===== config.mk =====
export PLATFORM = sky130hd
export DESIGN_NAME = uart_top
export DESIGN_NICKNAME = d
export VERILOG_FILES = /design/src/source/uart_pkg.sv /design/src/source/uart_tx.sv /design/src/source/uart_rx_sampler.sv /design/src/source/uart_rx_deframer.sv /design/src/source/uart_top.sv
export VERILOG_INCLUDE_DIRS = /design/src /design/src/source
export SDC_FILE = /design/constraint.sdc
export NUM_CORES = 1
export LEC_CHECK = 0
export BUFFER_PORTS_ARGS = -buffer_cell sky130_fd_sc_hd__clkbuf_2
export CAP_MARGIN = 25
export CORE_UTILIZATION = 58
export DETAILED_ROUTE_END_ITERATION = 8
export GPL_ROUTABILITY_DRIVEN = 0
export HOLD_SLACK_MARGIN = 0.05
export MAX_ROUTING_LAYER = met4
export PLACE_DENSITY = 0.78
export SLEW_MARGIN = 10
export SYNTH_ARGS = -nofsm -noshare
export SYNTH_HDL_FRONTEND = slang
export SYNTH_HIERARCHICAL = 1
export SYNTH_SLANG_ARGS = --single-unit

===== constraint.sdc =====
create_clock -name tx_clk -period 2.25 [get_ports tx_clk]
set_input_delay 0.1125 -clock tx_clk [delete_from_list [all_inputs] [get_ports tx_clk]]
set_output_delay 0.1125 -clock tx_clk [all_outputs]
set_load 0.02 [all_outputs]

===== src/source/uart_cfg.svh =====
`ifndef UART_CFG_SVH
`define UART_CFG_SVH

// payload width of one frame
`define UART_DATA_BITS 8

// tx_clk cycles per serial bit
`define UART_CLKS_PER_BIT 8

// flip-flops in the receive synchronizer chain
`define UART_SYNC_STAGES 3

// parity sense, 0 even and 1 odd
`define UART_PARITY_ODD 0

`endif


===== src/source/uart_pkg.sv =====
`default_nettype none

`include "uart_cfg.svh"

package uart_pkg;

	// one payload byte
	typedef logic [`UART_DATA_BITS-1:0] data_t;

	// data bit index inside a frame
	typedef logic [3:0] bit_cnt_t;

	// clocks inside one bit time
	typedef logic [3:0] baud_cnt_t;

	typedef enum logic [2:0] {
		TX_IDLE,   // line high, waiting for send
		TX_START,  // start bit on the line
		TX_DATA,   // data bits, lsb first
		TX_PARITY, // parity bit
		TX_STOP    // stop bit
	} tx_state_e;

	typedef enum logic [2:0] {
		RX_IDLE,   // hunting for a start edge
		RX_START,  // waiting for the start bit middle
		RX_DATA,   // collecting data bits
		RX_PARITY, // parity bit check
		RX_STOP    // stop bit check
	} rx_state_e;

	typedef struct packed {
		data_t data;  // received byte
		logic  error; // parity mismatch or low stop bit
	} rx_result_t;

endpackage

`default_nettype wire


===== src/source/uart_tx.sv =====
`default_nettype none

`include "uart_cfg.svh"

module uart_tx (
	input  wire              tx_clk,
	input  wire              reset_tx,
	input  wire              i_send,   // one cycle send strobe
	input  uart_pkg::data_t  i_data,   // byte taken with an accepted send
	output logic             o_busy,   // high for the whole frame
	output logic             o_serial  // line output that idles high
);

	import uart_pkg::*;

	localparam int        FRAME_BITS = `UART_DATA_BITS + 3;                  // start, data, parity, stop
	localparam baud_cnt_t BAUD_LAST  = baud_cnt_t'(`UART_CLKS_PER_BIT - 1);  // last clock of a bit
	localparam bit_cnt_t  DATA_LAST  = bit_cnt_t'(`UART_DATA_BITS - 1);      // index of the msb
	localparam logic      PARITY_ODD = (`UART_PARITY_ODD != 0);

	tx_state_e             state_q;
	baud_cnt_t             baud_q;   // clocks into the current bit
	bit_cnt_t              bit_q;    // data bit being sent
	logic [FRAME_BITS-2:0] frame_q;  // bits after the start bit, lsb goes out next

	logic parity;   // parity bit of the incoming byte
	logic load;     // send accepted this cycle
	logic bit_end;  // last clock of the current bit

	assign parity  = (^i_data) ^ PARITY_ODD;       // even sense flipped for odd
	assign load    = (state_q == TX_IDLE) && i_send; // strobe while busy is dropped
	assign bit_end = (state_q != TX_IDLE) && (baud_q == BAUD_LAST);
	assign o_busy  = (state_q != TX_IDLE);

	// frame shift register holds the byte for the whole frame
	always_ff @(posedge tx_clk) begin
		if (load) begin
			frame_q <= {1'b1, parity, i_data};          // stop, parity, data
		end else if (bit_end) begin
			frame_q <= {1'b1, frame_q[FRAME_BITS-2:1]}; // shift in idle ones
		end
	end

	always_ff @(posedge tx_clk) begin
		if (reset_tx) begin
			state_q  <= TX_IDLE;
			baud_q   <= '0;
			bit_q    <= '0;
			o_serial <= 1'b1;  // idle line
		end else begin
			// bit pacing
			if (load || bit_end) begin
				baud_q <= '0;
			end else if (o_busy) begin
				baud_q <= baud_q + 1'b1;
			end

			// line register follows the frame
			if (load) begin
				o_serial <= 1'b0;        // start bit at the next edge
			end else if (bit_end) begin
				o_serial <= frame_q[0];  // next bit of the frame
			end

			case (state_q)
				TX_IDLE: begin
					if (load) begin
						state_q <= TX_START;
					end
				end
				TX_START: begin
					if (bit_end) begin
						state_q <= TX_DATA;
						bit_q   <= '0;  // first data bit
					end
				end
				TX_DATA: begin
					if (bit_end) begin
						if (bit_q == DATA_LAST) begin
							state_q <= TX_PARITY;
						end else begin
							bit_q <= bit_q + 1'b1;
						end
					end
				end
				TX_PARITY: begin
					if (bit_end) begin
						state_q <= TX_STOP;
					end
				end
				TX_STOP: begin
					if (bit_end) begin
						state_q <= TX_IDLE;  // busy drops after the last stop clock
					end
				end
				default: state_q <= TX_IDLE;
			endcase
		end
	end

endmodule

`default_nettype wire


===== src/source/uart_rx_sampler.sv =====
`default_nettype none

`include "uart_cfg.svh"

module uart_rx_sampler (
	input  wire  tx_clk,
	input  wire  reset_tx,
	input  wire  i_serial,  // raw line input
	input  wire  i_hunt,    // deframer is idle
	output logic o_line,    // synchronized line
	output logic o_sample   // strobe in the middle of a bit
);

	import uart_pkg::*;

	localparam int        SYNC_STAGES = `UART_SYNC_STAGES;
	localparam baud_cnt_t HALF_LOAD   = baud_cnt_t'(`UART_CLKS_PER_BIT / 2 - 1);  // to the bit middle
	localparam baud_cnt_t FULL_LOAD   = baud_cnt_t'(`UART_CLKS_PER_BIT - 1);      // one bit time

	logic [SYNC_STAGES-1:0] sync_q;  // msb is the oldest stage
	baud_cnt_t              cnt_q;   // clocks to the next sample

	assign o_line = sync_q[SYNC_STAGES-1];

	// counter expiry outside hunt marks a bit middle
	assign o_sample = !i_hunt && (cnt_q == '0);

	always_ff @(posedge tx_clk) begin
		if (reset_tx) begin
			sync_q <= '1;  // line reads idle after reset
		end else begin
			sync_q <= {sync_q[SYNC_STAGES-2:0], i_serial};
		end
	end

	always_ff @(posedge tx_clk) begin
		if (reset_tx) begin
			cnt_q <= '0;
		end else if (i_hunt) begin
			if (o_line) begin
				cnt_q <= '0;         // idle line, held clear
			end else begin
				cnt_q <= HALF_LOAD;  // start edge seen
			end
		end else if (cnt_q == '0) begin
			cnt_q <= FULL_LOAD;      // sample now, next one a bit later
		end else begin
			cnt_q <= cnt_q - 1'b1;
		end
	end

endmodule

`default_nettype wire


===== src/source/uart_rx_deframer.sv =====
`default_nettype none

`include "uart_cfg.svh"

module uart_rx_deframer (
	input  wire                  tx_clk,
	input  wire                  reset_tx,
	input  wire                  i_line,    // synchronized line
	input  wire                  i_sample,  // bit middle strobe
	output logic                 o_hunt,    // idle, sampler looks for an edge
	output uart_pkg::rx_result_t o_result,  // last received frame
	output logic                 o_valid    // one cycle pulse on a new result
);

	import uart_pkg::*;

	localparam bit_cnt_t DATA_LAST  = bit_cnt_t'(`UART_DATA_BITS - 1);
	localparam int       DATA_BITS  = `UART_DATA_BITS;
	localparam logic     PARITY_ODD = (`UART_PARITY_ODD != 0);

	rx_state_e state_q;
	bit_cnt_t  bit_q;     // data bit being collected
	data_t     shift_q;   // bits enter at the msb, lsb first
	logic      parity_q;  // running xor of data bits
	logic      par_err_q; // parity bit disagreed

	assign o_hunt = (state_q == RX_IDLE);

	// payload path
	always_ff @(posedge tx_clk) begin
		if (i_sample) begin
			case (state_q)
				RX_START: begin
					parity_q <= PARITY_ODD;  // odd sense starts inverted
				end
				RX_DATA: begin
					shift_q  <= {i_line, shift_q[DATA_BITS-1:1]};
					parity_q <= parity_q ^ i_line;
				end
				RX_PARITY: begin
					par_err_q <= parity_q ^ i_line;  // nonzero means a mismatch
				end
				default: begin
				end
			endcase
		end
	end

	always_ff @(posedge tx_clk) begin
		if (reset_tx) begin
			state_q  <= RX_IDLE;
			bit_q    <= '0;
			o_result <= '0;
			o_valid  <= 1'b0;
		end else begin
			o_valid <= 1'b0;  // pulse only
			case (state_q)
				RX_IDLE: begin
					if (!i_line) begin
						state_q <= RX_START;  // sampler loaded half a bit
					end
				end
				RX_START: begin
					if (i_sample) begin
						if (i_line) begin
							state_q <= RX_IDLE;  // glitch, not a start bit
						end else begin
							state_q <= RX_DATA;
							bit_q   <= '0;
						end
					end
				end
				RX_DATA: begin
					if (i_sample) begin
						if (bit_q == DATA_LAST) begin
							state_q <= RX_PARITY;
						end else begin
							bit_q <= bit_q + 1'b1;
						end
					end
				end
				RX_PARITY: begin
					if (i_sample) begin
						state_q <= RX_STOP;
					end
				end
				RX_STOP: begin
					if (i_sample) begin
						o_result.data  <= shift_q;
						o_result.error <= par_err_q || !i_line;  // stop bit must be high
						o_valid        <= 1'b1;
						state_q        <= RX_IDLE;
					end
				end
				default: state_q <= RX_IDLE;
			endcase
		end
	end

endmodule

`default_nettype wire


===== src/source/uart_top.sv =====
`default_nettype none

module uart_top (
	input  wire                  tx_clk,
	input  wire                  reset_tx,
	input  wire                  i_send,        // send strobe
	input  uart_pkg::data_t      i_tx_data,     // byte to send
	output logic                 o_tx_busy,     // frame in progress
	output logic                 o_serial_out,  // line out
	input  wire                  i_serial_in,   // line in
	output uart_pkg::rx_result_t o_rx,          // last received frame
	output logic                 o_rx_valid     // new frame pulse
);

	import uart_pkg::*;

	logic rx_line;    // synchronized receive line
	logic rx_sample;  // mid-bit strobe
	logic rx_hunt;    // receiver waiting for a start edge

	// transmit path
	uart_tx u_uart_tx (
		.tx_clk   (tx_clk),
		.reset_tx (reset_tx),
		.i_send   (i_send),
		.i_data   (i_tx_data),
		.o_busy   (o_tx_busy),
		.o_serial (o_serial_out)
	);

	// receive front end, edge search and bit timing
	uart_rx_sampler u_uart_rx_sampler (
		.tx_clk   (tx_clk),
		.reset_tx (reset_tx),
		.i_serial (i_serial_in),
		.i_hunt   (rx_hunt),
		.o_line   (rx_line),
		.o_sample (rx_sample)
	);

	// receive back end, framing and checks
	uart_rx_deframer u_uart_rx_deframer (
		.tx_clk   (tx_clk),
		.reset_tx (reset_tx),
		.i_line   (rx_line),
		.i_sample (rx_sample),
		.o_hunt   (rx_hunt),
		.o_result (o_rx),
		.o_valid  (o_rx_valid)
	);

endmodule

`default_nettype wire


==> impl_results.md, run 1 <==
- M3 GR Usage: 0.0500
- Count leader, synth: dfxtp_1
- WL/cell: 13.4 µm
- Top Family by Delay on Critical Path: simple AND/OR/NAND/NOR gates
- Fin crit period: approximately 2.1 ns
- Hold Fails Final Rpt: 0
- Worst Setup SP: u_uart_rx_sampler/cnt_q[0]$_SDFF_PP0_
- Netlist cell types: 55
- Die area: 0.00465 mm²
- PD cells: 644 mW/mm²
- Max-slew violation count: 0
- GRT overflow: 0
- Clock Latency Late Sink: between 0.3 and 0.4 ns
- Yosys top cell area share: 0.283
- Initial antenna violation count: 0
- Placed cell area: 0.00271 mm²
- Design area: 0.00284 mm²
- Mapped Cells: 238
- CP Launch Type: register
- Critical Path, Cell by Cell: inv_1, ha_1, or3b_1, nor2_1, and4bb_2, a221oi_2, a211o_1
- Critical path capture point type: register
- Min-delay src: i_tx_data[5]
- EDFF count, synth: 19
- Reg2Reg Depth: 7
- Post-layout util: 0.690
- Residual DRC count: 0
- CTS root buf: clkbuf_8
- CTS tree: built
- Worst setup path category: register to register
- Cell Area, Synth: about 0.0025 mm²
- Final cycle utilization of the critical path: 0.933
- Largest cells by area after synthesis: dfxtp_1, edfxtp_1, mux2_2
- Mean Syn Cell Area: about 11 µm²
- Vias in the first global route: ~1600
- Top-Level Pins: 24
- Total wire length: roughly 4200 µm
- Finish-stage setup viols: 0
- Fmax: about 480 MHz
- Seq/Total Area, Yosys: 0.508
- Clock tree buffer depth: 2
- Antenna fix cells: 0
- CTS H-Tree Depth: 2
- Levels on crit path: 7
- Synth Flop Type: dfxtp_1
- Post-synth ARST share: 0
- Final net count: about 280
- Clock Pin Slew Worst Setup and Hold Paths: approximately 0.10 ns
- Setup Total Neg Slack: 0 ns
- Outcome: completed
- GR peak layer: met2
- Via density: around 5.7
- Post-synth top cells: dfxtp_1, nand2_1, edfxtp_1
- GR Util met1: 0.247
- Die Wd: roughly 70 µm
- Worst path bufs/invs: 1
- CP Capture Point: u_uart_rx_deframer/bit_q[2]$_SDFFE_PP0P_
- Total GRT Usage: 0.210
- CTS Buf Count: 5
- Initial core utilization: 0.618
- Max-cap violations: 0
- Layout cells sized above 1: 0.237
- First-pass GRT wire length: about 6900 µm
- Final Skew: ~0.0047 ns
- Final Power: around 1800 µW
- CTS Sinks: 55
- Critical path peak fanout: 7
- Met2 Use GR: 0.352
- Maximum VDD drop: roughly 0.00055 V
- First drt pass iteration count: 4
- Critical path's slowest cell: or3b_1
- Drt initial violations: around 120
- Core area: 0.00412 mm²
- R2R Setup Slk: 0.15 ns
- Worst Hold Class: input port to register
- RSZ-0062 raised after global routing: no
- R2R Path Start: u_uart_rx_sampler/cnt_q[0]$_SDFF_PP0_
- Worst slew pin tran: 0.441 ns
- FF-to-FF End: u_uart_rx_deframer/bit_q[2]$_SDFFE_PP0P_
- Via Count: around 1800
- Critical Path RT: between 2 and 2.5 ns
- Die Height: 68.2 µm
- Post-synth net total: ~250
- Detail Placement HPWL: 2970 µm
- Largest net degree at the start of global routing: 22
- Slowest Stage Delay on Critical Path: ~0.38 ns
- Post-route ant nets: 0
- Leak Pwr: around 0.0011 µW
- Max-slew headroom: 0.706
- Crit path arrival time: about 2.3 ns
- Rows: 23
- Flop and latch count out of synthesis: 55
- Synth Warn #: 6
- Port bufs: 23
- Syn-to-layout area delta: 11.7%
- Synth area leader: dfxtp_1
[kinds of logic (layout without fill, tap and decap cells)]
logic type | after synthesis | after routing | share of synthesized area
simple gates | 93 | 93 | 0.225
xor+xnor | 11 | 11 | 0.0379
mux | 14 | 14 | 0.0605
compound gates | 37 | 37 | 0.102
flops | 55 | 55 | 0.508
buf+inv | 24 | 52 | 0.0472
fa+ha+maj | 4 | 4 | 0.0197
[per-stage QoR]
stage,hold WS (ns),worst slack (ns),cells
after floorplan,0.189,0.204,238
after global placement,0.295,0.233,307
after detailed placement,0.298,0.159,307
after CTS,0.122,0.148,316
after global routing,0.123,0.0305,316
final,0.134,0.150,316
[cells in the final DEF (no fill, tap or decap), types with 3 or more instances in the layout]
cell / n
and3b_1: 3
dfxtp_1: 36
mux2_2: 11
nand4_1: 3
or2_2: 3
inv_1: 10
mux2i_1: 3
ha_1: 4
a211oi_1: 3
nor2b_1: 3
buf_4: 9
clkbuf_2: 23
a31oi_1: 3
nand3_1: 3
o21ai_0: 3
nor2_1: 16
or4_1: 3
nand3b_1: 4
nor3b_1: 4
a21oi_1: 13
edfxtp_1: 19
nor3_1: 8
xnor2_1: 10
clkbuf_8: 5
nand2_1: 24
[report_power, final]
group	internal, µW	switching (µW)
registers	1060	12.8
clock network	291	325
logic	69.2	76.0
total	1420	414
[worst min path at each step]
stage                                                  end  cells after the start
detailed placement  u_uart_rx_sampler/sync_q[0]$_SDFF_PP1_                      2
global route                u_uart_tx/frame_q[7]$_DFFE_PP_                      2
finish                      u_uart_tx/frame_q[5]$_DFFE_PP_                      2
CTS                         u_uart_tx/frame_q[7]$_DFFE_PP_                      2
floorplan            u_uart_rx_sampler/cnt_q[2]$_SDFF_PP0_                      1
global placement    u_uart_rx_sampler/sync_q[0]$_SDFF_PP1_                      2
[flip-flops by register name (all words and copies together), names as in the netlist]
| name | count |
|---|---|
| u_uart_tx/o_serial | 1 |
| u_uart_rx_deframer/par_err_q | 1 |
| u_uart_rx_deframer/o_result | 9 |
| u_uart_rx_deframer/o_valid | 1 |
| u_uart_rx_sampler/sync_q | 3 |
| u_uart_tx/baud_q | 4 |
| u_uart_rx_sampler/cnt_q | 4 |
| u_uart_rx_deframer/state_q | 3 |
| u_uart_rx_deframer/bit_q | 4 |
| u_uart_rx_deframer/parity_q | 1 |
| u_uart_tx/bit_q | 4 |
| u_uart_rx_deframer/shift_q | 8 |
| u_uart_tx/state_q | 3 |
| u_uart_tx/frame_q | 9 |
[what timing repair did]
item	4_1_cts	5_1_grt
gates resized for setup	0	2
setup buffers	0	0
hold endpoints to repair	1	0
endpoints found under the setup margin	0	1
hold buffers	1	0
[worst register-to-register path: stages, from the launching register on]
cell,delay (ns)
dfxtp_1,0.34
inv_1,0.06
ha_1,0.19
or3b_1,0.38
nor2_1,0.26
and4bb_2,0.37
a221oi_2,0.09
a211o_1,0.31
[per-layer routing]
layer	share of wire	vias up
met4	0.010	0
met1	0.48	845
met5	0	-
met3	0.034	4
met2	0.48	28
li1	-	916
[layout make-up]
cell class | count | area (µm²)
clock inverter | 2 | 16.3
inverter | 11 | 43.8
multi-input combinational | 159 | 1140
tap | 50 | 62.6
timing repair buffer | 33 | 193
sequential | 55 | 1290
fill | 316 | 1270
clock buffer | 6 | 93.8
Power figures use the tool's default switching activity.
==> run 2: changes to the inputs <==
- ABC_AREA: not set -> 1
==> run 2 against run 1 <==
Compared with the run above: total power rose by 42%; non-clock buffer count shrank 7; die area is 1.8% higher; fmax increased by 17%; routed wire length is 5.5% higher; utilization is 0.057 points lower; global-route usage increased by 0.29 points; final cell count is 27% higher; critical endpoint is now u_uart_rx_deframer/o_result[8]$_SDFFE_PP0P_.
==> impl_results.md, run 2 <==
- First drt pass iteration count: 4 (unchanged)
- Commonest non-fill, non-tap cell in the layout: nand2_1
- CTS root buf: clkbuf_8
- Top flop regs: u_uart_rx_deframer/o_result: 9 flops, u_uart_tx/frame_q: 9 flops, u_uart_rx_deframer/shift_q: 8 flops
- WHS: 0.0959 ns (-0.0386 ns)
- Final cycle utilization of the critical path: 0.800 (-0.133)
- Reg2Reg Depth: 10 (+3)
- Crit path arrival time: 2.05 ns (-0.25 ns)
- Count leader, synth: nand2_1
- Synth Warn #: 6 (unchanged)
- Max-cap violations: 0 (unchanged)
- Netlist cell types: 32 (-42%)
- Die Height: 68.8 µm (+0.90%)
- Finish-stage setup viols: 0 (unchanged)
- CTS Buf Count: 5 (unchanged)
- Synth Flop Type: dfxtp_1
- Syn-to-layout area delta: 10.3%
- Antenna fix cells: 0 (unchanged)
- GRT overflow: 0 (unchanged)
- Top-Level Pins: 24 (unchanged)
- Hold path cells: 3 (+1)
- Flop and latch count out of synthesis: 55 (unchanged)
- Die area: 0.00474 mm² (+1.8%)
- Cell Area, Synth: 0.00259 mm² (+1.9%)
- WL/cell: 11.1 µm (-17%)
- Worst Hold Class: input port to register
- Critical path capture point type: register
- Largest net degree at the start of global routing: 20 (-9.1%)
- Synth area leader: dfxtp_1
- Initial core utilization: 0.625 (+0.00718)
- Setup Total Neg Slack: 0 ns (unchanged)
- Worst setup path category: register to register
- Post-synth ARST share: 0 (unchanged)
- Via density: 5.11 (-9.9%)
- Fin crit period: 1.80 ns (-0.300 ns)
- Largest cells by area after synthesis: dfxtp_1, edfxtp_1, nand2_1
- CTS H-Tree Depth: 2 (unchanged)
- Total wire length: 4460 µm (+5.5%)
- Seq/Total Area, Yosys: 0.498 (-0.00931)
- First-pass GRT wire length: 7380 µm (+6.4%)
- Outcome: completed
- Total GRT Usage: 0.213 (+0.00291)
- Clock Latency Late Sink: 0.31 ns (about the same)
- Critical path peak fanout: 11 (+4)
- Vias in the first global route: 1718 (+8.3%)
- Fmax: 555 MHz (+17%)
- Clock tree buffer depth: 2 (unchanged)
- Port bufs: 23 (unchanged)
- CTS resizes: 0 (unchanged)
- Core area: 0.00414 mm² (+0.70%)
- Mapped Cells: 323 (+36%)
- PD cells: 909 mW/mm² (+41%)
- Post-synth top cells: nand2_1, nor2_1, dfxtp_1
- Rows: 23 (unchanged)
- Mean Syn Cell Area: 8.02 µm² (-25%)
- Detail Placement HPWL: 3270 µm (+10%)
- CTS tree: built
- CP Launch Type: register
- Via Count: 2056 (+15%)
- Commonest non-fill, non-tap cells in the layout: nand2_1, nor2_1, dfxtp_1
- Clock Pin Slew Worst Setup and Hold Paths: 0.11 ns (about the same)
- CTS Sinks: 55 (unchanged)
- Critical Path RT: 2.50 ns (+0.05 ns)
- Max-slew violation count: 0 (unchanged)
- Final net count: 367 (+31%)
- RSZ-0062 raised after global routing: no
- Residual DRC count: 0 (unchanged)
- Drt initial violations: 127 (+2.4%)
- Final Skew: 0.00667 ns (+0.00199 ns)
- Hold Fails Final Rpt: 0 (unchanged)
- Layout cells sized above 1: 0.193 (-0.0437)
- Leak Pwr: 0.00123 µW (+12%)
- Initial antenna violation count: 0 (unchanged)
- DP Cell Count: 393 (+28%)
- Worst slew pin tran: 0.308 ns (-0.134 ns)
- Post-route ant nets: 0 (unchanged)
- Post-synth net total: 339 (+33%)
- Number of fill cells: 355 (+12%)
- Maximum VDD drop: 0.000553 V (about the same)
- Yosys top cell area share: 0.278 (-0.00520)
- Post-Layout Cell Count: 402 (+27%)
- EDFF count, synth: 19 (unchanged)
- Die Wd: 68.8 µm (+0.90%)
- Max-slew headroom: 0.795 (+0.0890)
[run 2: cell count changes after synthesis, moves of 5 or more]
cell     before  now
nand2_2       0   13
inv_1        10   25
nor3_1        8    3
inv_2         0    5
nand2_1      24   82
mux2_2       11    0
nand3_1       3   29
a21oi_1      13   18
nor2_1       16   43
[run 2: power by group]
part           switching, µW  internal, µW
Sequential              86.3          1180
Clock                    345           231
Combinational            504           249
[run 2: kinds of logic (layout without fill, tap and decap cells)]
| group | Yosys count | count (layout) | share of synthesized area |
|---|---|---|---|
| and+or+nand+nor | 191 | 191 | 0.337 |
| AOI/OAI and AO/OA | 27 | 27 | 0.0555 |
| xor gates and xnor gates | 9 | 9 | 0.0304 |
| adders and majority gates | 4 | 4 | 0.0193 |
| DFF | 55 | 55 | 0.498 |
| buffers and inverters | 37 | 66 | 0.0594 |
[run 2: final cells by class]
cell class / instances / area (µm²) / share of cell area
Clock buffer: 5 / 68.8 / 0.0241
Multi-Input combinational cell: 231 / 1150 / 0.401
Clock inverter: 3 / 27.5 / 0.00963
Timing Repair Buffer: 26 / 140 / 0.0490
Tap cell: 50 / 62.6 / 0.0219
Inverter: 32 / 123 / 0.0429
Sequential cell: 55 / 1290 / 0.452
[run 2: critical path, stage by stage, from the launching register on]
cell and delay, ns:
dfxtp_1 0.35, inv_1 0.14, nand2_2 0.10, nor2_1 0.24
inv_1 0.11, nand3_1 0.12, inv_1 0.12, buf_4 0.20
nand2_2 0.16, nand2_1 0.08, a21oi_1 0.13
[run 2: per-layer routing]
layer	vias to the layer above	GRT usage	share of wire
met5	-	-	0
met4	0	0.0536	0.0094
met3	4	0.0444	0.035
met2	34	0.345	0.46
met1	931	0.272	0.49
li1	1087	-	-
[run 2: metrics by stage]
stage | instance area, µm² | util | total power, µW | setup slack (ns)
4_1_cts | 2860 | 0.690 | 2620 | 0.471
5_1_grt | 2860 | 0.690 | 2780 | 0.279
2_1_floorplan | 2590 | - | 1900 | 0.544
6_report | 2860 | 0.690 | 2600 | 0.450
3_3_place_gp | 2750 | 0.664 | 2020 | 0.580
3_5_place_dp | 2750 | 0.664 | 2040 | 0.485
[run 2: what timing repair did]
action,4_1_cts,5_1_grt
buffers inserted,0,0
endpoints found under the hold margin,1,0
hold buffers,1,0
[run 2: path summary, 6_finish.rpt]
check,slack [ns],to,from
min reg2reg,0.41,u_uart_rx_sampler/sync_q[1]$_SDFF_PP1_,u_uart_rx_sampler/sync_q[0]$_SDFF_PP1_
max reg2reg,0.45,u_uart_rx_deframer/o_result[8]$_SDFFE_PP0P_,u_uart_rx_deframer/state_q[2]$_SDFFE_PP0P_
min,0.1,u_uart_tx/frame_q[3]$_DFFE_PP_,i_tx_data[3]
max,0.45,u_uart_rx_deframer/o_result[8]$_SDFFE_PP0P_,u_uart_rx_deframer/state_q[2]$_SDFFE_PP0P_
==> run 3: changes to the inputs <==
- clock period: 2.25 -> 1.9 ns (I/O delays scaled with it)
==> run 3 against run 2 <==
Compared with the run above: final area up 0.13%; sequential power up 18%; register-to-register slack worse by 0.29 ns; utilization up 0.091 points.
==> impl_results.md, run 3 (synthesis gave the netlist of run 2 again) <==
- Clock tree buffer depth: 2 (unchanged)
- Worst setup path category: register to register
- Met1 Wirelength: 2250 µm (+3.1%)
- Max-slew violation count: 0 (unchanged)
- Layout cells sized above 1: 0.195 (+0.00229)
- DP Cell Count: 394 (+0.25%)
- Top-Level Pins: 24 (unchanged)
- Commonest non-fill, non-tap cells in the layout: nand2_1, nor2_1, dfxtp_1
- P_sw: 1100 µW (+17%)
- Core area: 0.00414 mm² (unchanged)
- Drt initial violations: 108 (-15%)
- Switch share: 0.358 (-0.00164)
- Die Wd: 68.8 µm (unchanged)
- Post-Layout Cell Count: 403 (+0.25%)
- Maximum VDD drop: 0.000623 V (+13%)
- Antenna fix cells: 0 (unchanged)
- Critical Path, Cell by Cell: inv_2, nand2_2, nor2_1, inv_1, nand3_1, inv_1, buf_4, nand2_2, nor2_4, nand2_1, nand2_1, nor2_1
- Total GRT Usage: 0.210 (-0.00306)
- First drt pass iteration count: 4 (unchanged)
- Outcome: completed
- Critical path's slowest cell: dfxtp_1
- Pre-CTS setup slack: 0.182 ns (-0.303 ns)
- Fin crit period: 1.74 ns (-0.0564 ns)
- Slowest Stage Delay on Critical Path: 0.45 ns (+0.10 ns)
- CP Launch Type: register
- Die Height: 68.8 µm (unchanged)
- CTS tree: built
- Leak Pwr: 0.00122 µW (-0.13%)
- Rows: 23 (unchanged)
- Post-route ant nets: 0 (unchanged)
- Max-slew headroom: 0.772 (-0.0224)
- Initial antenna violation count: 0 (unchanged)
- RSZ-0062 raised after global routing: no
- Crit path arrival time: 1.95 ns (-0.10 ns)
- Syn-to-layout area delta: 10.5%
- Detail Placement HPWL: 3330 µm (+1.9%)
- Critical Path RT: 2.11 ns (-0.39 ns)
- Critical path peak fanout: 11 (unchanged)
- Top flop regs: u_uart_rx_deframer/o_result: 9 flops, u_uart_tx/frame_q: 9 flops, u_uart_rx_deframer/shift_q: 8 flops
- Worst slew pin tran: 0.341 ns (+0.0336 ns)
- Final cycle utilization of the critical path: 0.918 (+0.118)
- Setup Total Neg Slack: 0 ns (unchanged)
- Clock Pin Slew Worst Setup and Hold Paths: 0.10 ns (about the same)
- Fmax: 573 MHz (+3.2%)
- Via density: 5.12 (+0.14%)
- Placed cell area: 0.00276 mm² (+0.27%)
- WL met2: 2120 µm (+2.4%)
- Sequential power share: 0.489 (about the same)
- GRT overflow: 0 (unchanged)
- First-pass GRT wire length: 7220 µm (-2.2%)
- Max-cap violations: 0 (unchanged)
- Slack of the critical path: 0.156 ns (-0.294 ns)
- Clock Latency Late Sink: 0.30 ns (about the same)
- WHS: 0.0818 ns (-0.0141 ns)
- Final Skew: 0.00771 ns (+0.00104 ns)
- WL/cell: 11.2 µm (+0.80%)
- Die area: 0.00474 mm² (unchanged)
- Worst Hold Class: input port to register
- Via Count: 2064 (+0.39%)
- Design area: 0.00286 mm² (+0.13%)
- Final net count: 368 (+0.27%)
- Critical path capture point type: register
- CTS Buf Count: 5 (unchanged)
- Finish-stage setup viols: 0 (unchanged)
- Total wire length: 4500 µm (+1.1%)
- Clock power frac: 0.213 (-0.009)
- Max Used Layer: met4
- Largest net degree at the start of global routing: 19 (-5.0%)
- Initial core utilization: 0.625 (unchanged)
- Residual DRC count: 0 (unchanged)
- Vias in the first global route: 1702 (-0.93%)
- Comb power frac: 0.298 (+0.008)
- WL met3: 105 µm (-32%)
- CTS root buf: clkbuf_8
- PD cells: 1070 mW/mm² (+18%)
- CTS Sinks: 55 (unchanged)
- Commonest non-fill, non-tap cell in the layout: nand2_1
- Hold Fails Final Rpt: 0 (unchanged)
- CTS H-Tree Depth: 2 (unchanged)
- Internal power: 1970 µW (+18%)
- Port bufs: 23 (unchanged)
-- run 3: cell types whose count changed in the layout (fill, tap and decap cells not counted) --
| cell | previous run | this run |
|---|---|---|
| buf_4 | 2 | 3 |
| clkinvlp_4 | 1 | 2 |
| inv_8 | 1 | 0 |
-- run 3: path summary, 6_finish.rpt --
path	start	to	slack, ns	cells past startpoint
max	u_uart_rx_deframer/state_q[0]$_SDFFE_PP0P_	u_uart_rx_deframer/bit_q[1]$_SDFFE_PP0P_	0.16	12
min	i_tx_data[6]	u_uart_tx/frame_q[6]$_DFFE_PP_	0.08	3
max reg2reg	u_uart_rx_deframer/state_q[0]$_SDFFE_PP0P_	u_uart_rx_deframer/bit_q[1]$_SDFFE_PP0P_	0.16	12
min reg2reg	u_uart_rx_sampler/sync_q[1]$_SDFF_PP1_	u_uart_rx_sampler/sync_q[2]$_SDFF_PP1_	0.41	1
-- run 3: layout make-up --
class,count,area (µm²)
fillers,356,1280
flip-flops and latches,55,1290
multi-input cells,231,1150
well taps,50,62.6
inverters,32,123
clock buffers,5,68.8
repair buffers,27,148
clock inverters,3,23.8
-- run 3: power groups by stage --
stage | Sequential (µW) | Combinational (µW) | Clock [µW]
2_1_floorplan | 1510 | 732 | 0
3_3_place_gp | 1520 | 877 | 0
3_5_place_dp | 1530 | 913 | 0
4_1_cts | 1500 | 917 | 669
5_1_grt | 1520 | 1040 | 709
6_report | 1500 | 913 | 652
-- run 3: layer usage --
metal | global-route usage | vias to the layer above
li1 | - | 1099
met4 | 0.0536 | 0
met1 | 0.282 | 931
met5 | - | -
met3 | 0.0395 | 4
met2 | 0.328 | 30
-- run 3: repair_timing --
item                      4_1_cts  5_1_grt
hold buffers                    1        0
resized for setup               0        0
setup buffers                   0        0
hold endpoints to repair        1        0
-- run 3: critical path, delay by kind of cell, from the launching register on --
family,cells,cell delay (ns)
and+or+nand+nor,8,0.66
buffers and inverters,4,0.54
DFF,1,0.45
-- run 3: through the flow --
| stage | total power (µW) | util |
|---|---|---|
| finish | 3060 | 0.691 |
| global route | 3270 | 0.691 |
| CTS | 3090 | 0.691 |
| detailed placement | 2440 | 0.666 |
| global placement | 2400 | 0.666 |
| floorplan | 2240 | - |
